===== src/design/riscv_pkg.sv =====
package riscv_pkg;

  //////////////////////////////////////////////////////////////////////
  // Widths and reset values
  //////////////////////////////////////////////////////////////////////

  // Data and address width
  localparam int xlen           = 32;

  // One bit per exception cause
  localparam int exception_size = 12;

  // Write-back restart values
  localparam logic [xlen-1:0] pc_init   = 32'h0000_0200;
  localparam logic [31:0]     instr_nop = 32'h0000_0013;   // addi x0,x0,0

  // Data memory depth in words, 1 KiB of byte space
  localparam int dmem_words     = 256;

  //////////////////////////////////////////////////////////////////////
  // Instruction encoding
  //////////////////////////////////////////////////////////////////////

  // Major opcode, instruction bits 6:2
  typedef enum logic [4:0] {
    opc_load     = 5'b00000,
    opc_misc_mem = 5'b00011,
    opc_op_imm   = 5'b00100,
    opc_store    = 5'b01000,
    opc_op       = 5'b01100,
    opc_lui      = 5'b01101,
    opc_branch   = 5'b11000,
    opc_system   = 5'b11100
  } opc_t;

  // Access size and signedness for loads and stores
  localparam logic [2:0] f3_b  = 3'b000;
  localparam logic [2:0] f3_h  = 3'b001;
  localparam logic [2:0] f3_w  = 3'b010;
  localparam logic [2:0] f3_bu = 3'b100;
  localparam logic [2:0] f3_hu = 3'b101;

  //////////////////////////////////////////////////////////////////////
  // Exception causes and stage payload
  //////////////////////////////////////////////////////////////////////

  // Bit positions in the exception vector
  localparam int cause_misaligned_load    = 4;
  localparam int cause_load_access_fault  = 5;
  localparam int cause_misaligned_store   = 6;
  localparam int cause_store_access_fault = 7;

  // Everything the memory stage hands over in one cycle
  typedef struct packed {
    logic [xlen-1:0]           pc;
    logic [31:0]               instr;
    logic                      bubble;
    logic [exception_size-1:0] exception;
    logic [xlen-1:0]           r;        // ALU result
    logic [xlen-1:0]           memadr;   // Effective address
    logic [xlen-1:0]           sdata;    // Store data, unshifted
  } mem_stage_t;

endpackage

===== src/design/riscv_lsu.sv =====
`timescale 1ns/1ns

module riscv_lsu (
  input  riscv_pkg::mem_stage_t         mem,
  output logic                          dmem_req,
  output logic                          dmem_we,
  output logic [riscv_pkg::xlen-1:0]    dmem_adr,
  output logic [riscv_pkg::xlen-1:0]    dmem_d,
  output logic [3:0]                    dmem_be,
  output logic [2:0]                    dmem_size
);

  riscv_pkg::opc_t            opcode;
  logic [2:0]                 func3;
  logic                       is_load;
  logic                       is_store;
  logic [4:0]                 lane_shift;
  logic [riscv_pkg::xlen-1:0] sdata_masked;

  //////////////////////////////////////////////////////////////////////
  // Decode
  //////////////////////////////////////////////////////////////////////

  assign opcode = riscv_pkg::opc_t'(mem.instr[6:2]);
  assign func3  = mem.instr[14:12];

  assign is_load  = (opcode == riscv_pkg::opc_load);
  assign is_store = (opcode == riscv_pkg::opc_store);

  // Request only for live memory ops without a pending exception
  assign dmem_req = (is_load | is_store) & ~mem.bubble & ~(|mem.exception);

  // Write flag only meaningful together with the request
  assign dmem_we  = is_store & dmem_req;

  assign dmem_adr  = mem.memadr;
  assign dmem_size = func3;

  //////////////////////////////////////////////////////////////////////
  // Byte lanes
  //////////////////////////////////////////////////////////////////////

  // Byte offset times eight
  assign lane_shift = {mem.memadr[1:0], 3'b000};

  // Byte enables, lane pattern moved up by the offset
  always_comb
  begin
    case (func3[1:0])
      2'b00:   dmem_be = 4'b0001 << mem.memadr[1:0];
      2'b01:   dmem_be = 4'b0011 << mem.memadr[1:0];
      default: dmem_be = 4'b1111;
    endcase
  end

  // Keep only the bytes that belong to the access size
  always_comb
  begin
    case (func3)
      riscv_pkg::f3_b: sdata_masked = {24'h0, mem.sdata[7:0]};
      riscv_pkg::f3_h: sdata_masked = {16'h0, mem.sdata[15:0]};
      riscv_pkg::f3_w: sdata_masked = mem.sdata;
      default:         sdata_masked = mem.sdata;
    endcase
  end

  // Store data placed on its lanes
  assign dmem_d = sdata_masked << lane_shift;

endmodule


===== config.mk =====
export PLATFORM = sky130hd
export DESIGN_NAME = riscv_lsu
export DESIGN_NICKNAME = d
export VERILOG_FILES = /design/src/design/riscv_pkg.sv /design/src/design/riscv_lsu.sv
export SDC_FILE = /design/constraint.sdc
export NUM_CORES = 1
export LEC_CHECK = 0
export ABC_AREA = 1
export BUFFER_PORTS_ARGS = -buffer_cell sky130_fd_sc_hd__buf_4
export CAP_MARGIN = 40
export CORE_AREA = 2 2 94 96
export DETAILED_ROUTE_END_ITERATION = 10
export DIE_AREA = 0 0 96 98
export PLACE_DENSITY_LB_ADDON = 0.2
export SLEW_MARGIN = 25
export SYNTH_ARGS = -nofsm -noshare
export SYNTH_HDL_FRONTEND = slang
export SYNTH_SLANG_ARGS = --single-unit

===== constraint.sdc =====
create_clock -name vclk -period 1.5
set_input_delay 0.375 -clock vclk [all_inputs]
set_output_delay 0.375 -clock vclk [all_outputs]
set_load 0.005 [all_outputs]

# Yosys cells after proc, flatten, opt, wreduce, memory -nomap -nowiden
# Index checks and enable logic that the tools add are counted.
[word_totals]
ff_bits = 0
elab_cells = 18
in_bits = 173
output_inout_bits = 73
[op_classes]
n_reduce_logical = 4
n_bitwise = 6
mux = 2
shift = 3
eq_ne = 3
[ops]
columns = ["op", "count"]
rows = [
  ["case mux 32 bit (2 select lines)", 1],
  ["left shift 32 x 5 -> 32 bit", 1],
  ["OR reduction 12 bit", 1],
  ["case mux 4 bit (2 select lines)", 1],
  ["== test 5 x 4 -> 1 bit (second input constant)", 1],
  ["logical NOT 5 bit", 1],
  ["left shift 1 x 2 -> 4 bit (first input constant)", 1],
  ["left shift 2 x 2 -> 4 bit (first input constant)", 1],
  ["AND 1 bit", 3],
  ["== test 3 x 1 -> 1 bit (second input constant)", 1],
  ["logical NOT 3 bit", 1],
  ["== test 2 x 1 -> 1 bit (second input constant)", 1],
  ["logical NOT 2 bit", 1],
  ["inverter 1 bit", 2],
  ["bitwise OR 1 bit", 1],
]

# Logic depth before layout (Yosys ltp)
[logic_depth]
depth_word = 5
depth_mapped = 7
ltp_nobuf = 6

# Worst setup path after synthesis
# OpenSTA, ideal clock, no wires.
[synth_timing]
path_type = "in2out"
startpoint = "input mem[32] (netlist bit)"
endpoint = "output dmem_d[16] (netlist bit)"
path_buffers = 2
t_arrival_ns = 1.070
path_stages = 5
path_slack_ns = 0.055
path_cell_list = "buf_2 > buf_2 > nor2_2 > nand2_1 > nand2_1"
[synth_between]
elab_chain_len = 1
[synth_lines]
columns = ["element", "line", "text"]
rows = [
  ["from (decl)", "riscv_lsu.sv:4", "input riscv_pkg::mem_stage_t mem,"],
  ["left shift 32 x 5 -> 32 bit", "riscv_lsu.sv:68", "assign dmem_d = sdata_masked << lane_shift;"],
  ["to (decl)", "riscv_lsu.sv:8", "output logic [riscv_pkg::xlen-1:0] dmem_d,"],
]
# Every way passes these cells.

# Worst setup path in the final report
[layout_timing]
startpoint = "input mem[122] (netlist bit)"
endpoint = "output dmem_d[24] (netlist bit)"
[layout_between]
elab_chain_len = 3
[layout_lines]
columns = ["element", "line", "text"]
rows = [
  ["== test 3 x 1 -> 1 bit / logical NOT 3 bit (equally long branches)", "riscv_lsu.sv:59", "case (func3)"],
  ["case mux 32 bit (2 select lines) (*)", "riscv_lsu.sv:59", ""],
  ["left shift 32 x 5 -> 32 bit (*)", "riscv_lsu.sv:68", ""],
]
# Every way passes the cells marked *; elsewhere a longest branch is shown, timed or not.

==> metrics.cfg <==
[worst_setup_path]
crit_top_cell=nand2_1
crit_chain=buf_6 > nor2_4 > nand2_8 > nand3_2 > nand2_1 > nand2_2 > nand2_1 > buf_4
crit_arrival_ns=1.23
path_class=in2out
crit_path_start_kind=primary input
slowest_delay_ns=0.19
cp_slowest_cell=nor2_4
required_ns=1.12
cp-end-kind=output port
cp_max_fo=16

[place]
io_buffers=98
dp.final_hpwl_mm=3.900
pre_cts_slack_ns=-0.1998
dpl-instance-area_mm2=0.001826
place_congestion=0.8185

[layout]
final_layout_size_suffix_gt1_share_pct=50.00
num_antenna_cells=0
layout_common_cells=buf_4 (111), nand2_1 (83), nor2_1 (16)
area_growth_pct=84.19
fillers=992
layout_commonest_cell=buf_4
nets=471
final_core_util_pct=23.93
regArea_um2=0
n_sequential_cell=0
fin_area_mm2=0.002026
clkbuf_count=0

[drt]
ant_nets=0
drt-initial-drc-count=41
drt_first_pass_iters=4
routedWlPerCell_um=11.82
drc=0
drt-vias-per-instance=3.832
drt-total-wl_mm=4.774
vias=1548

[yosys]
synth_top_area_share_pct=29.01
yosys_warnings=0
ys_seq_area_share_pct=0
syn-mean-instance-area_um2=5.022
syn_nets=392
ys_top_cells_by_area=nand2_1 (29%), buf_4 (24%), nand3_1 (7.7%)
synth_cell_types=19
synth_cells=219
synth_top_area_cell=nand2_1
netlist_area_mm2=0.001100

[floorplanning]
ios=246
num_rows=34
coreArea_mm2=0.008466
start_util_pct=12.99
die_x_um=96
die_h_um=98
die-area_mm2=0.009408

[pwr]
leakage_nw=1.105
power.density_mw_per_mm2=282.5
peakVddDrop_uv=55.81

[timing]
fin_crit_ns=1.606
rsz0062_at_grt=true
setup_viol=17
fin_ws_ns=-0.1056
whs_ns=0.7500
worst_pin_slew_ns=0.2511
clock.fmax_mhz=622.8
period_share_pct=107.0
hold_violations=0
maxSlewHeadroom_pct=83.22
finalMaxSlewViolations=0
fin_tns_setup_ns=-1.111

[global_route]
use_met3_pct=0.4630
grt_pass1_wl_mm=6.893
antenna_found_initial=0
first_global_vias=1378
top_usage_layer=met2
use_met1_pct=12.01
grt_max_degree=20
grt_usage_pct=9.023
gr-usage-met2_pct=16.29
gr-total-overflow=0

[status]
status=complete, but fails checks
violations=setup timing

[min_path]
hold_class=in2out

[flow_run]
max-cap-violations=0

-- synth_stat cells --
| master | number |
|---|---|
| a21oi_1 | 8 |
| and2_0 | 1 |
| buf_2 | 7 |
| buf_4 | 35 |
| buf_6 | 2 |
| clkbuf_1 | 2 |
| inv_1 | 11 |
| inv_2 | 2 |
| nand2_1 | 85 |
| nand2_4 | 1 |
| nand3_1 | 17 |
| nand3_2 | 2 |
| nor2_1 | 21 |
| nor2_2 | 1 |
| nor2_4 | 2 |
| o211ai_1 | 8 |
| o21ai_0 | 10 |
| o21ai_1 | 1 |
| or2_1 | 3 |
-- cell type report --
type	count	area (um2)	share of cell area, %
repair buffers	123	1033	51.02
multi-input cells	160	795.8	39.28
well taps	108	135.1	6.671
inverters	13	61.31	3.027
-- cells by family (layout without fill, tap and decap cells) --
logic type / after synthesis / in the layout / share of synthesized area, %
AOI/OAI and AO/OA: 27 / 27 / 14.11
and+or+nand+nor: 133 / 133 / 51.65
buffers and inverters: 59 / 136 / 34.24
-- repair_timing --
action                                  CTS  global route
cloned                                    1             1
hold endpoints to repair                  0             0
setup buffers                             2             0
pin swaps                                 2             4
endpoints found under the setup margin   30            28
hold buffers                              0             0
gates resized for setup                  15            20
-- critical path, delay by kind of cell --
kind | cells | cell delay, ns
buf+inv | 2 | 0.23
simple gates | 6 | 0.62
-- final timing paths --
kind / end / startpoint / slack (ns) / cells after the start
setup / recovery: dmem_d[24] / mem[122] / -0.11 / 8
hold / removal: dmem_adr[13] / mem[45] / 0.75 / 0
-- layer usage --
metal	vias to the layer above	share of wire, %
li1	813	-
met1	674	42
met2	53	50
met3	8	6.3
met4	0	0.75
met5	-	0
-- stage by stage --
step / std cells / total power [W]
2_1_floorplan: 219 / 0.0002671
3_3_place_gp: 400 / 0.0005226
3_5_place_dp: 400 / 0.0005226
4_1_cts: 403 / 0.0005582
5_1_grt: 404 / 0.0006298
6_report: 404 / 0.0005722
-- power by group --
group	switching (W)	internal (W)	total, W
logic	0.000246	0.000326	0.000572
clock network	0	0	0
registers	0	0	0
Note: power is estimated with default switching activity, not from simulation.
