**src/design/riscv_pkg.sv**
```systemverilog
package riscv_pkg;

  //////////////////////////////////////////////////////////////////////
  // Widths and reset values
  //////////////////////////////////////////////////////////////////////

  // Data and address width
  localparam int xlen           = 32;

  // One bit per exception cause
  localparam int exception_size = 12;

  // Write-back restart values
  localparam logic [xlen-1:0] pc_init   = 32'h0000_0200;
  localparam logic [31:0]     instr_nop = 32'h0000_0013;   // addi x0,x0,0

  // Data memory depth in words, 1 KiB of byte space
  localparam int dmem_words     = 256;

  //////////////////////////////////////////////////////////////////////
  // Instruction encoding
  //////////////////////////////////////////////////////////////////////

  // Major opcode, instruction bits 6:2
  typedef enum logic [4:0] {
    opc_load     = 5'b00000,
    opc_misc_mem = 5'b00011,
    opc_op_imm   = 5'b00100,
    opc_store    = 5'b01000,
    opc_op       = 5'b01100,
    opc_lui      = 5'b01101,
    opc_branch   = 5'b11000,
    opc_system   = 5'b11100
  } opc_t;

  // Access size and signedness for loads and stores
  localparam logic [2:0] f3_b  = 3'b000;
  localparam logic [2:0] f3_h  = 3'b001;
  localparam logic [2:0] f3_w  = 3'b010;
  localparam logic [2:0] f3_bu = 3'b100;
  localparam logic [2:0] f3_hu = 3'b101;

  //////////////////////////////////////////////////////////////////////
  // Exception causes and stage payload
  //////////////////////////////////////////////////////////////////////

  // Bit positions in the exception vector
  localparam int cause_misaligned_load    = 4;
  localparam int cause_load_access_fault  = 5;
  localparam int cause_misaligned_store   = 6;
  localparam int cause_store_access_fault = 7;

  // Everything the memory stage hands over in one cycle
  typedef struct packed {
    logic [xlen-1:0]           pc;
    logic [31:0]               instr;
    logic                      bubble;
    logic [exception_size-1:0] exception;
    logic [xlen-1:0]           r;        // ALU result
    logic [xlen-1:0]           memadr;   // Effective address
    logic [xlen-1:0]           sdata;    // Store data, unshifted
  } mem_stage_t;

endpackage
```
**src/design/riscv_wb.sv**
```systemverilog
`timescale 1ns/1ns

module riscv_wb (
  input  logic                                 clk,
  input  logic                                 rstn,
  input  riscv_pkg::mem_stage_t                mem,
  input  logic                                 dmem_ack,
  input  logic [riscv_pkg::xlen-1:0]           dmem_q,
  input  logic                                 dmem_misaligned,
  input  logic                                 dmem_page_fault,
  output logic                                 wb_stall,
  output logic [riscv_pkg::xlen-1:0]           wb_pc,
  output logic [31:0]                          wb_instr,
  output logic                                 wb_bubble,
  output logic [riscv_pkg::exception_size-1:0] wb_exception,
  output logic [riscv_pkg::xlen-1:0]           wb_badaddr,
  output logic                                 wb_we,
  output logic [4:0]                           wb_dst,
  output logic [riscv_pkg::xlen-1:0]           wb_r
);

  riscv_pkg::opc_t                      opcode;
  logic [2:0]                           func3;
  logic [4:0]                           dst;
  logic [riscv_pkg::exception_size-1:0] exception;
  logic                                 mem_cause;
  logic [riscv_pkg::xlen-1:0]           q_shifted;
  logic [riscv_pkg::xlen-1:0]           m_data;

  assign opcode = riscv_pkg::opc_t'(mem.instr[6:2]);
  assign func3  = mem.instr[14:12];
  assign dst    = mem.instr[11:7];

  //////////////////////////////////////////////////////////////////////
  // Stall and exceptions
  //////////////////////////////////////////////////////////////////////

  // Live memory op waits for the ack
  always_comb
  begin
    wb_stall = 1'b0;
    if (!mem.bubble && !(|mem.exception) &&
        (opcode == riscv_pkg::opc_load || opcode == riscv_pkg::opc_store))
      wb_stall = ~dmem_ack;
  end

  // Memory causes merged into incoming vector
  always_comb
  begin
    exception = mem.exception;
    if (opcode == riscv_pkg::opc_load)
    begin
      if (dmem_ack)
        exception[riscv_pkg::cause_misaligned_load] = dmem_misaligned;
      exception[riscv_pkg::cause_load_access_fault] = dmem_page_fault;
    end
    if (opcode == riscv_pkg::opc_store)
    begin
      if (dmem_ack)
        exception[riscv_pkg::cause_misaligned_store] = dmem_misaligned;
      exception[riscv_pkg::cause_store_access_fault] = dmem_page_fault;
    end
  end

  assign mem_cause = exception[riscv_pkg::cause_misaligned_load]   |
                     exception[riscv_pkg::cause_load_access_fault]  |
                     exception[riscv_pkg::cause_misaligned_store]   |
                     exception[riscv_pkg::cause_store_access_fault];

  // Stage registers hold during a stall
  always_ff @(posedge clk or negedge rstn)
  begin
    if (!rstn)
    begin
      wb_pc        <= riscv_pkg::pc_init;
      wb_instr     <= riscv_pkg::instr_nop;
      wb_exception <= '0;
      wb_badaddr   <= '0;
    end
    else if (!wb_stall)
    begin
      wb_pc        <= mem.pc;
      wb_instr     <= mem.instr;
      wb_exception <= exception;
      wb_badaddr   <= mem_cause ? mem.memadr : mem.pc;
    end
  end

  //////////////////////////////////////////////////////////////////////
  // Load data and register write
  //////////////////////////////////////////////////////////////////////

  // Addressed byte or half down to bit 0
  assign q_shifted = dmem_q >> {mem.memadr[1:0], 3'b000};

  always_comb
  begin
    case (func3)
      riscv_pkg::f3_b:  m_data = {{24{q_shifted[7]}}, q_shifted[7:0]};
      riscv_pkg::f3_h:  m_data = {{16{q_shifted[15]}}, q_shifted[15:0]};
      riscv_pkg::f3_bu: m_data = {24'h0, q_shifted[7:0]};
      riscv_pkg::f3_hu: m_data = {16'h0, q_shifted[15:0]};
      riscv_pkg::f3_w:  m_data = dmem_q;
      default:          m_data = dmem_q;
    endcase
  end

  always_ff @(posedge clk)
  begin
    if (!wb_stall)
    begin
      wb_dst <= dst;
      wb_r   <= (opcode == riscv_pkg::opc_load) ? m_data : mem.r;
    end
  end

  always_ff @(posedge clk or negedge rstn)
  begin
    if (!rstn)
      wb_we <= 1'b0;
    else if (wb_stall || (|exception))
      wb_we <= 1'b0;
    else
      case (opcode)
        riscv_pkg::opc_misc_mem,
        riscv_pkg::opc_store,
        riscv_pkg::opc_branch:   wb_we <= 1'b0;
        riscv_pkg::opc_load:     wb_we <= ~mem.bubble & (|dst) & dmem_ack;
        riscv_pkg::opc_op_imm,
        riscv_pkg::opc_op,
        riscv_pkg::opc_lui,
        riscv_pkg::opc_system:   wb_we <= ~mem.bubble & (|dst);
        default:                 wb_we <= ~mem.bubble & (|dst);
      endcase
  end

  // Bubble flag one cycle behind the input
  always_ff @(posedge clk or negedge rstn)
  begin
    if (!rstn)
      wb_bubble <= 1'b1;
    else if (!wb_stall)
      wb_bubble <= mem.bubble;
  end

  no_we_with_exception: assert property (@(posedge clk) disable iff (!rstn)
    wb_we |-> (wb_exception == '0));

endmodule

```
**config.mk**
```make
export PLATFORM = sky130hd
export DESIGN_NAME = riscv_wb
export DESIGN_NICKNAME = d
export VERILOG_FILES = /design/src/design/riscv_pkg.sv /design/src/design/riscv_wb.sv
export SDC_FILE = /design/constraint.sdc
export NUM_CORES = 1
export LEC_CHECK = 0
export BUFFER_PORTS_ARGS = -buffer_cell sky130_fd_sc_hd__buf_2
export CAP_MARGIN = 20
export CORE_AREA = 2 2 139 141
export CTS_BUF_LIST = sky130_fd_sc_hd__clkbuf_4 sky130_fd_sc_hd__clkbuf_8
export CTS_CLUSTER_DIAMETER = 50
export DETAILED_ROUTE_END_ITERATION = 12
export DIE_AREA = 0 0 141 143
export GPL_TIMING_DRIVEN = 0
export PLACE_DENSITY = 0.72
export SETUP_SLACK_MARGIN = 0.15
export SLEW_MARGIN = 20
export SYNTH_ARGS = -nofsm -noshare
export SYNTH_HDL_FRONTEND = slang
export SYNTH_SLANG_ARGS = --single-unit
```
**constraint.sdc**
```tcl
create_clock -name clk -period 2.7 [get_ports clk]
set_input_delay 0.54 -clock clk [delete_from_list [all_inputs] [get_ports clk]]
set_output_delay 0.54 -clock clk [all_outputs]
set_load 0.03 [all_outputs]
```
# Yosys cells after proc, flatten, opt, wreduce, memory -nomap -nowiden
# Cells that the tools add are included.
dict set report word_totals {
  word_cells 44
  output_inout_bits 148
  regBits 147
}
dict set report op_classes {
  muxes 10
  n_reduce_logical 12
  n_shift 1
  eq_ne 6
  n_bitwise 7
}
# operator count
set op_table {}
lappend op_table {{32-bit case mux with 4 select lines} 1}
lappend op_table {{32-bit 2-to-1 mux} 2}
lappend op_table {{32-bit by 5-bit right shift with 16-bit output} 1}
lappend op_table {{12-bit OR reduction} 2}
lappend op_table {{3-bit equality test (second input constant)} 2}
lappend op_table {{5-bit by 2-bit equality test with 1-bit output (second input constant)} 1}
lappend op_table {{5-bit by 4-bit equality test with 1-bit output (second input constant)} 1}
lappend op_table {{5-bit equality test (second input constant)} 1}
lappend op_table {{5-bit zero test} 1}
lappend op_table {{5-bit OR reduction} 1}
lappend op_table {{1-bit 2-to-1 mux} 4}
lappend op_table {{2-bit 2-to-1 mux} 2}
lappend op_table {{3-bit by 1-bit equality test with 1-bit output (second input constant)} 1}
lappend op_table {{3-bit zero test} 1}
lappend op_table {{1-bit OR} 3}
lappend op_table {{3-bit OR reduction} 1}
lappend op_table {{1-bit bitwise AND} 2}
lappend op_table {{1-bit logical AND} 2}
lappend op_table {{1-bit zero test} 2}
lappend op_table {{1-bit logical OR} 2}
lappend op_table {{1-bit inverter} 2}
lappend op_table {{1-bit case mux with 2 select lines} 1}

# Logic depth before layout (Yosys ltp)
# Gate-level depths: netlist of the first run.
dict set report depth {
  word_depth 7
  mapped_depth 9
  ltp_nobuf 6
}

# Worst setup path after synthesis of the first run
# OpenSTA, ideal clock, no wires.
dict set report synth_path {
  kind {input-to-reg}
  from {input port mem[105] in the netlist's numbering}
  to {register wb_dst[0], enable pin}
  n_path_buf 3
  arrival_time_ns 2.379
  setup_ns 0.416
  cell_stages 6
  t_required_ns 2.284
  setup_slack_ns -0.095
  cell_sequence {nor4_1 -> nand3_1 -> or3_1 -> clkbuf_1 -> buf_6 -> clkbuf_1}
}
dict set report synth_via {
  elab_chain_cells 5
}
# element line
set synth_rtl {}
lappend synth_rtl {{from (decl)} riscv_wb.sv:6} ;# input riscv_pkg::mem_stage_t mem,
lappend synth_rtl {{12-bit OR reduction} riscv_wb.sv:42} ;# if (!mem.bubble && !(|mem.exception) &&
lappend synth_rtl {{1-bit zero test} riscv_wb.sv:42}
lappend synth_rtl {{1-bit logical AND (2 in a row)} riscv_wb.sv:42}
lappend synth_rtl {{1-bit 2-to-1 mux} riscv_wb.sv:42}
lappend synth_rtl {{to (signal assigned)} riscv_wb.sv:112} ;# wb_dst <= dst;
lappend synth_rtl {{to (decl)} riscv_wb.sv:18} ;# output logic [4:0] wb_dst,
# Every way passes these cells.
# A chain may end at the register's enable or synchronous reset.

# Final worst setup path of the first run
dict set report layout_path {
  from {input port mem[107] in the netlist's numbering}
  to {output port wb_stall}
}
dict set report layout_via {
  elab_chain_cells 5
}
# element line
set layout_rtl {}
lappend layout_rtl {{12-bit OR reduction} riscv_wb.sv:42}
lappend layout_rtl {{1-bit zero test} riscv_wb.sv:42}
lappend layout_rtl {{1-bit logical AND (2 in a row)} riscv_wb.sv:42}
lappend layout_rtl {{1-bit 2-to-1 mux} riscv_wb.sv:42}
lappend layout_rtl {{to (decl)} riscv_wb.sv:11} ;# output logic wb_stall,
# Every way passes these cells.

==> impl_metrics.tcl, run 1 <==
set metrics [dict create \
    start_kind "input pin" \
    syn_area_per_cell_sq_um 10.1 \
    crit_fanout 2 \
    critPathLaunch "mem[107]" \
    synth_most_common_cell "nand2_1" \
    die_y_microns 143 \
    synth_nets 882 \
    seqCellArea_sq_mm 0.00387 \
    clk_path_buf_depth 2 \
    row_count 50 \
    postPlaceCellArea_sq_mm 0.00876 \
    slew_violations 0 \
    htree_levels 4 \
    tightest_slew_ns 1.07 \
    cell_internal_pwr_mw 3.55 \
    end_kind "output port" \
    placedCellCount 1231 \
    grt.overflow.total 0 \
    grt_usage_pct 22.0 \
    num_vias 6379 \
    wl_met3_microns 1490 \
    ys_seq_elements 147 \
    first_pass_iters 5 \
    top_layer "met4" \
    finalHoldViolCount 0 \
    final-instance-count-excl-fill 1268 \
    synth_top_area_share_pct 38.6 \
    portBuffers 324 \
    path_delay_family "simple AND/OR/NAND/NOR gates" \
    drt_iter0_markers 339 \
    synth-edff-count 37 \
    route.met2.wl_microns 11000 \
    ys_async_sr_fraction_pct 74.8 \
    initial_core_util_pct 36.6 \
    rsz0062_at_grt "false" \
    ys_types 43 \
    drc 0 \
    m1WireLength_microns 9510 \
    io_pins 358 \
    clock-sinks 147 \
    power_leakage_nw 4.74 \
    ir_drop_v 0.000312 \
    drv_cap 0 \
    synth_top_area_cell "dfrtp_1" \
    nNetsFinal 1231 \
    die_w_microns 141 \
    worstPathRequired_ns 2.16 \
    vias_per_cell 5.03 \
    cts_tree "done" \
    ys_seq_area_share_pct 56.9 \
    cpPeakStageDelay_ns 0.39 \
    num_antenna_cells 0 \
    clock_skew_ns 0 \
    syn_area_sq_mm 0.00681 \
    finalCriticalPeriod_ns 2.46 \
    regToRegSetupSlack_ns 2.00 \
    synthTopCellsByCount "nand2_1 (250), dfrtp_1 (105), nor2_1 (53)" \
    fmax_ghz 0.406 \
    arrival_ns 1.92 \
    rr_startpoint "wb_pc[9]$_DFFE_PN1N_" \
    worstReg2RegEnd "wb_pc[9]$_DFFE_PN1N_" \
    period_share_pct 91.2 \
    seq_power_share_pct 48.3 \
    p_comb_share_pct 17.5 \
    antenna_found_initial 0 \
    dieArea_sq_mm 0.0202 \
    slew_headroom_pct 27.8 \
    clock_power_share_pct 34.2 \
    synth_area_leaders "dfrtp_1 (39%), edfxtp_1 (16%), nand2_1 (14%), o211ai_2 (5.7%), nand3_2 (4.3%)" \
    worst_hold_slack_ns 0.0391 \
    drive_gt1_share_pct 45.3 \
    cts-root-buf "clkbuf_8" \
    synth_warnings 0 \
    power.density_mw_per_mm2 551 \
    num-fill-cells 1795 \
    hold_path_class "in2async" \
    clk_pin_slew_ns 0.09 \
    finalSetupTns_ns 0 \
    ant_nets 0 \
    crit_type "in2out" \
    routed_wirelength_microns 22600 \
    p_total_mw 5.10 \
    synth_ff_type "dfrtp_1" \
    grt_pass1_vias 6325 \
    swShare_pct 30.4 \
    multi_input_area_sq_mm 0.00270 \
    core_sq_mm 0.0186 \
    grt_max_degree 62 \
    wl_per_cell_microns 17.9 \
    hpwlAfterDp_microns 17200 \
    area_growth_pct 36.2 \
    insertion_delay_ns 0.43 \
    r2r_cells 2 \
    grt_pass1_wl_microns 34200 \
    setup_viol 0 \
    p_switching_mw 1.55 \
    fin_area_sq_mm 0.00927 \
    status "finished, final reports clean" \
    cts_buffers 17 \
    place_congestion 0.897 \
    path_buf_inv 6 \
    synthCells 672 \
    crit_path_cell_trace "buf_6, nor4_4, nand3_2, or3_4, buf_8, inv_6, buf_12, buf_8, buf_6" \
    cpMaxStageDelayCell "or3_4" \
]
[through the flow]
stage	worst slack [ns]	utilization, %
finish	0.237	49.9
global placement	-0.617	46.9
CTS	0.168	49.7
detailed placement	-0.610	47.1
floorplan	0.243	-
global route	0.145	49.9
[flip-flops by register name, indices dropped and copies added, names as in the netlist]
signal        cells
wb_pc            32
wb_instr         32
wb_we             1
wb_bubble         1
wb_exception     12
wb_badaddr       32
wb_r             32
wb_dst            5
[area by class of cell]
class                           count  share of cell area, %
Clock inverter                     14                   1.59
Multi-Input combinational cell    481                   29.1
Tap cell                          234                   3.16
Inverter                            2                  0.135
Sequential cell                   147                   41.7
Buffer                             42                   3.17
Timing Repair Buffer              330                   18.5
Clock buffer                       18                   2.60
[layout by cell type (no fill, tap or decap), drive strengths merged]
cell and n:
mux4 1, nand2 250, a21o 13, a2111oi 2
o31ai 1, mux2i 12, clkbuf 33, a211oi 1
or3 1, and2 1, buf 357, a31oi 2
o22ai 7, edfxtp 37, o21ai 19, inv 9
o21a 2, dfrtp 105, o32ai 1, dfstp 5
nand2b 1, bufinv 2, a21oi 26, or2b 1
clkinvlp 1, clkinv 4, o211ai 31, nor2 53
nor4 4, nor2b 1, a21boi 1, nand3 34
nand3b 1, and2b 1, or4 1, nor3 6
a221oi 7
[worst max-delay path by stage]
stage / end / cells past startpoint
CTS: wb_stall / 9
finish: wb_stall / 9
floorplan: wb_stall / 7
detailed placement: wb_stall / 9
global route: wb_stall / 9
global placement: wb_r[21]$_DFFE_PN_ / 7
[logic make-up (layout without fill, tap and decap cells)]
logic type             Yosys count  after routing  synth area share (%)
and+or+nand+nor                355            355                  23.4
DFF                            147            147                  56.9
AOI/OAI and AO/OA              113            113                  13.8
buffers and inverters           44            406                  3.84
muxes                           13             13                  2.10
[power groups by stage]
stage | logic [mW] | registers, mW | clock network [mW]
6_report | 0.895 | 2.46 | 1.74
3_5_place_dp | 0.892 | 2.51 | 0
4_1_cts | 0.896 | 2.46 | 1.78
2_1_floorplan | 0.224 | 2.78 | 0
5_1_grt | 0.961 | 2.48 | 1.89
3_3_place_gp | 0.874 | 2.50 | 0
[routing by layer]
metal  GRT usage [%]  up-vias
li1                -     2986
met1            28.4     3092
met2            35.9      257
met4            8.21        0
met3            5.60       44
met5               0        -
[repair_timing]
action	in CTS	in global routing
gates resized for setup	13	8
pin swaps	3	3
setup endpoints to repair	1	1
hold endpoints to repair	0	0
buffers inserted	5	0
hold buffers	0	0
Power figures use the tool's default switching activity.
==> run 2: changes to the inputs <==
Settings changed: CORE_AREA 2 2 139 141 to not set, CORE_ASPECT_RATIO set to 0.9, CORE_MARGIN set to 2, CORE_UTILIZATION set to 37, DIE_AREA 0 0 141 143 to not set, PLACE_DENSITY 0.72 to 0.73, SKIP_LAST_GASP set to 1.
==> impl_metrics.tcl, run 2 (synthesized netlist as in run 1, its figures left out) <==
set metrics [dict create \
    status "finished, final reports clean" \
    htree_levels 4 \
    row_count 47 \
    setup_viol 0 \
    wl_per_cell_microns 17.5 \
    ir_drop_v 0.000320 \
    antenna_found_initial 1 \
    grt_pass1_vias 6226 \
    dieArea_sq_mm 0.0195 \
    nNetsFinal 1232 \
    worstPathRequired_ns 2.16 \
    grt_usage_pct 22.9 \
    place_congestion 0.866 \
    die_w_microns 147 \
    tightest_slew_ns 0.756 \
    drt_iter0_markers 367 \
    finalCriticalPeriod_ns 2.53 \
    final_common_cell "buf_2" \
    hold_path_class "in2reg" \
    period_share_pct 93.6 \
    drive_gt1_share_pct 45.3 \
    drv_cap 0 \
    crit_type "in2out" \
    start_kind "input pin" \
    slew_violations 0 \
    rsz0062_at_grt "true" \
    finalHoldViolCount 0 \
    clock_skew_ns 0 \
    drc 0 \
    clk_path_buf_depth 2 \
    clk_pin_slew_ns 0.09 \
    initial_core_util_pct 37.3 \
    crit_fanout 5 \
    fmax_ghz 0.396 \
    grt_max_degree 69 \
    insertion_delay_ns 0.44 \
    dp_slack_ns -0.445 \
    area_growth_pct 37.2 \
    io_pins 358 \
    vias_per_cell 4.95 \
    first_pass_iters 5 \
    end_kind "output port" \
    slew_headroom_pct 49.6 \
    num_vias 6336 \
    core_sq_mm 0.0182 \
    portBuffers 324 \
    hpwlAfterDp_microns 16800 \
    clock-sinks 147 \
    ant_nets 0 \
    arrival_ns 1.99 \
    cts_buffers 17 \
    grt.overflow.total 0 \
    cts_tree "done" \
    fin_util_pct 51.2 \
    routed_wirelength_microns 22400 \
    setup_ws_ns 0.173 \
    die_y_microns 133 \
    mostFrequentLayoutCells "buf_2 (333), nand2_1 (250), dfrtp_1 (105), nor2_1 (53), edfxtp_1 (37)" \
    cts-root-buf "clkbuf_8" \
    power.density_mw_per_mm2 571 \
    grt_pass1_wl_microns 34500 \
    power_leakage_nw 4.77 \
]
-- run 2: changes by cell type in the layout (fill, tap and decap cells not counted), sizes merged --
cell         before  now
buf             357  356
clkbuf           33   37
clkinv            4    5
inv               9    3
dlygate4sd3       0    1
bufinv            2    4
diode             0    1
-- run 2: path summary, 6_finish.rpt --
path                                    startpoint                           end  depth (start not counted)  slack [ns]
max reg2reg                wb_instr[4]$_DFFE_PN1N_       wb_instr[4]$_DFFE_PN1N_                          1        2.00
max in group asynchronous                     rstn       wb_instr[4]$_DFFE_PN1N_                          3        1.40
max                                       mem[113]                      wb_stall                          9        0.17
min                                       mem[106]  wb_exception[10]$_DFFE_PN0N_                          2        0.28
min reg2reg                wb_instr[0]$_DFFE_PN1N_       wb_instr[0]$_DFFE_PN1N_                          2        0.46
min in group asynchronous                     rstn         wb_pc[15]$_DFFE_PN0N_                          2        0.58
-- run 2: what timing repair did --
action | CTS | global route
pin swaps | 3 | 0
endpoints found under the hold margin | 23 | 0
hold buffers | 1 | 0
buffers inserted | 5 | 0
endpoints found under the setup margin | 1 | 11
gates resized for setup | 13 | 2
-- run 2: area by class of cell --
type / instances / area [sq um]
Buffer: 42 / 288
Sequential cell: 147 / 3870
Clock buffer: 21 / 283
Inverter: 2 / 7.51
Fill cell: 1746 / 8890
Clock inverter: 11 / 176
Antenna cell: 1 / 2.50
Tap cell: 245 / 307
Multi-Input combinational cell: 481 / 2700
Timing Repair Buffer: 331 / 1710
-- run 2: critical path, stage by stage --
cell	delay (ns)
buf_4	0.14
nor4_4	0.31
nand3_1	0.09
or3_1	0.36
clkbuf_8	0.15
inv_2	0.07
buf_8	0.11
buf_8	0.09
buf_6	0.12
-- run 2: per-layer routing --
metal	vias up	GRT usage [%]	share of wire (%)
li1	2994	-	-
met1	3027	31.1	44
met2	282	36.2	47
met3	33	5.83	6.8
met4	0	7.43	2.1
met5	-	0	0
-- run 2: where the power goes --
part	switching [mW]	internal [mW]
Combinational	0.592	0.299
Clock	0.874	1.10
Sequential	0.0551	2.41
Total	1.52	3.81
-- run 2: stage by stage --
stage | TNS [ns] | power [mW] | hold slack [ns] | cell area, sq um | std cells
6_report | 0 | 5.33 | 0.277 | 9340 | 1281
5_1_grt | 0 | 5.55 | 0.251 | 9340 | 1281
4_1_cts | 0 | 5.38 | 0.241 | 9320 | 1280
3_5_place_dp | -4.21 | 3.39 | 0.450 | 8770 | 1242
3_3_place_gp | -51.93 | 3.38 | 0.440 | 8740 | 1241
2_1_floorplan | 0 | 3.00 | 0.244 | 6810 | 672
==> run 3: changes to the inputs <==
Settings changed: CORE_ASPECT_RATIO 0.9 to 0.8.
==> impl_metrics.tcl, run 3 (synthesized netlist as in run 1, its figures left out) <==
set metrics [dict create \
    power_leakage_nw 4.78 \
    num_vias 6423 \
    hold_path_class "in2async" \
    cts-root-buf "clkbuf_8" \
    slew_violations 0 \
    wl_per_cell_microns 17.7 \
    antenna_found_initial 0 \
    start_kind "input pin" \
    drt_iter0_markers 394 \
    vias_per_cell 5.07 \
    finalSetupTns_ns 0 \
    ant_nets 0 \
    place_congestion 0.917 \
    drv_cap 0 \
    setup_viol 0 \
    portBuffers 324 \
    insertion_delay_ns 0.43 \
    routed_wirelength_microns 22400 \
    worstPathRequired_ns 2.16 \
    mostFrequentLayoutCells "buf_2 (331), nand2_1 (250), dfrtp_1 (105), nor2_1 (53), edfxtp_1 (37)" \
    nNetsFinal 1235 \
    end_kind "output port" \
    hpwlAfterDp_microns 16800 \
    num-fill-cells 1709 \
    die_w_microns 156 \
    crit_type "in2out" \
    period_share_pct 92.3 \
    final_common_cell "buf_2" \
    seqCellArea_sq_mm 0.00387 \
    clk_pin_slew_ns 0.08 \
    ir_drop_v 0.000378 \
    use_met2_pct 35.6 \
    crit_fanout 2 \
    drive_gt1_share_pct 45.5 \
    cts_hold_buf 0 \
    drc 0 \
    cp_common_cell "buf_8" \
    use_met1_pct 31.6 \
    clock_skew_ns 0 \
    cpPeakStageDelay_ns 0.40 \
    slew_headroom_pct 26.5 \
    row_count 44 \
    first_pass_iters 9 \
    grt_usage_pct 22.9 \
    num_antenna_cells 0 \
    grt-busiest-layer "met2" \
    power.density_mw_per_mm2 561 \
    finalCriticalPeriod_ns 2.49 \
    status "finished, final reports clean" \
    cpMaxStageDelayCell "or3_4" \
    cts_buffers 17 \
    cts_tree "done" \
    initial_core_util_pct 37.6 \
    grt_util_met3_pct 5.93 \
    area_growth_pct 37.1 \
    finalHoldViolCount 0 \
    fin_util_pct 51.5 \
    setup_ws_ns 0.209 \
    grt_pass1_wl_microns 34300 \
    clock-sinks 147 \
    grt_pass1_vias 6267 \
    dieArea_sq_mm 0.0195 \
    tightest_slew_ns 1.09 \
    clk_path_buf_depth 2 \
    io_pins 358 \
    dp_slack_ns -0.586 \
    rsz0062_at_grt "false" \
    grt.overflow.total 0 \
    worst_hold_slack_ns 0.0167 \
    crit_path_cell_trace "buf_6, nor4_4, nand3_2, or3_4, buf_8, inv_4, buf_8, buf_8, buf_6" \
    fmax_ghz 0.401 \
    multi_input_area_sq_mm 0.00270 \
    htree_levels 4 \
    grt_max_degree 64 \
    core_sq_mm 0.0181 \
    die_y_microns 125 \
    arrival_ns 1.95 \
]
## run 3: cell types whose count changed in the layout (fill, tap and decap cells not counted), moves of 2 or more
| cell | before | now |
|---|---|---|
| clkinv_2 | 1 | 3 |
| inv_6 | 1 | 3 |
| buf_6 | 12 | 14 |
| buf_2 | 333 | 331 |
| inv_4 | 0 | 2 |
| buf_4 | 6 | 10 |
| clkinv_4 | 4 | 1 |
## run 3: through the flow
| step | total power, mW | cell area [sq um] | instances |
|---|---|---|---|
| 2_1_floorplan | 3.00 | 6810 | 672 |
| 3_5_place_dp | 3.40 | 8750 | 1227 |
| 4_1_cts | 5.27 | 9270 | 1264 |
| 6_report | 5.24 | 9330 | 1268 |
| 3_3_place_gp | 3.38 | 8720 | 1226 |
| 5_1_grt | 5.46 | 9330 | 1268 |
## run 3: repair_timing
action                                 CTS  global route
setup buffers                            5             4
pin swaps                                4             5
gates resized for setup                 14             7
endpoints found under the hold margin    0             0
setup endpoints to repair                1             1
## run 3: final cells by class
class                           count  area share (%)
Sequential cell                   147            41.5
Multi-Input combinational cell    481            28.9
Timing Repair Buffer              334            18.7
Buffer                             42            3.10
Tap cell                          230            3.08
Clock buffer                       21            3.03
Clock inverter                     11            1.57
Inverter                            2           0.107
## run 3: layer usage
layer,share of wire [%],up-vias
met4,2.0,0
met1,44,3092
met3,7.8,33
met5,0,-
li1,-,2999
met2,47,299
## run 3: where the power goes
part           leakage [nW]  internal [mW]  total (mW)  switching, mW
Sequential             1.67           2.41        2.47         0.0574
Clock                 0.225           1.01        1.87          0.869
Combinational          2.89          0.301       0.894          0.593
Total                  4.78           3.72        5.24           1.52
## run 3: critical path, delay by kind of cell
kind          cells  cell delay, ns
buf+inv           6            0.58
simple gates      3            0.82
## run 3: worst paths after layout
path | endpoint | cells after the start | startpoint | slack [ns]
max in group asynchronous | wb_instr[21]$_DFFE_PN0N_ | 2 | rstn | 2.00
min in group clk | wb_instr[1]$_DFFE_PN1N_ | 3 | mem[110] | 0.28
max | wb_stall | 9 | mem[107] | 0.21
min | wb_exception[11]$_DFFE_PN0N_ | 1 | rstn | 0.02
max reg2reg | wb_badaddr[31]$_DFFE_PN0N_ | 2 | wb_badaddr[31]$_DFFE_PN0N_ | 1.97
min reg2reg | wb_instr[0]$_DFFE_PN1N_ | 2 | wb_instr[0]$_DFFE_PN1N_ | 0.46
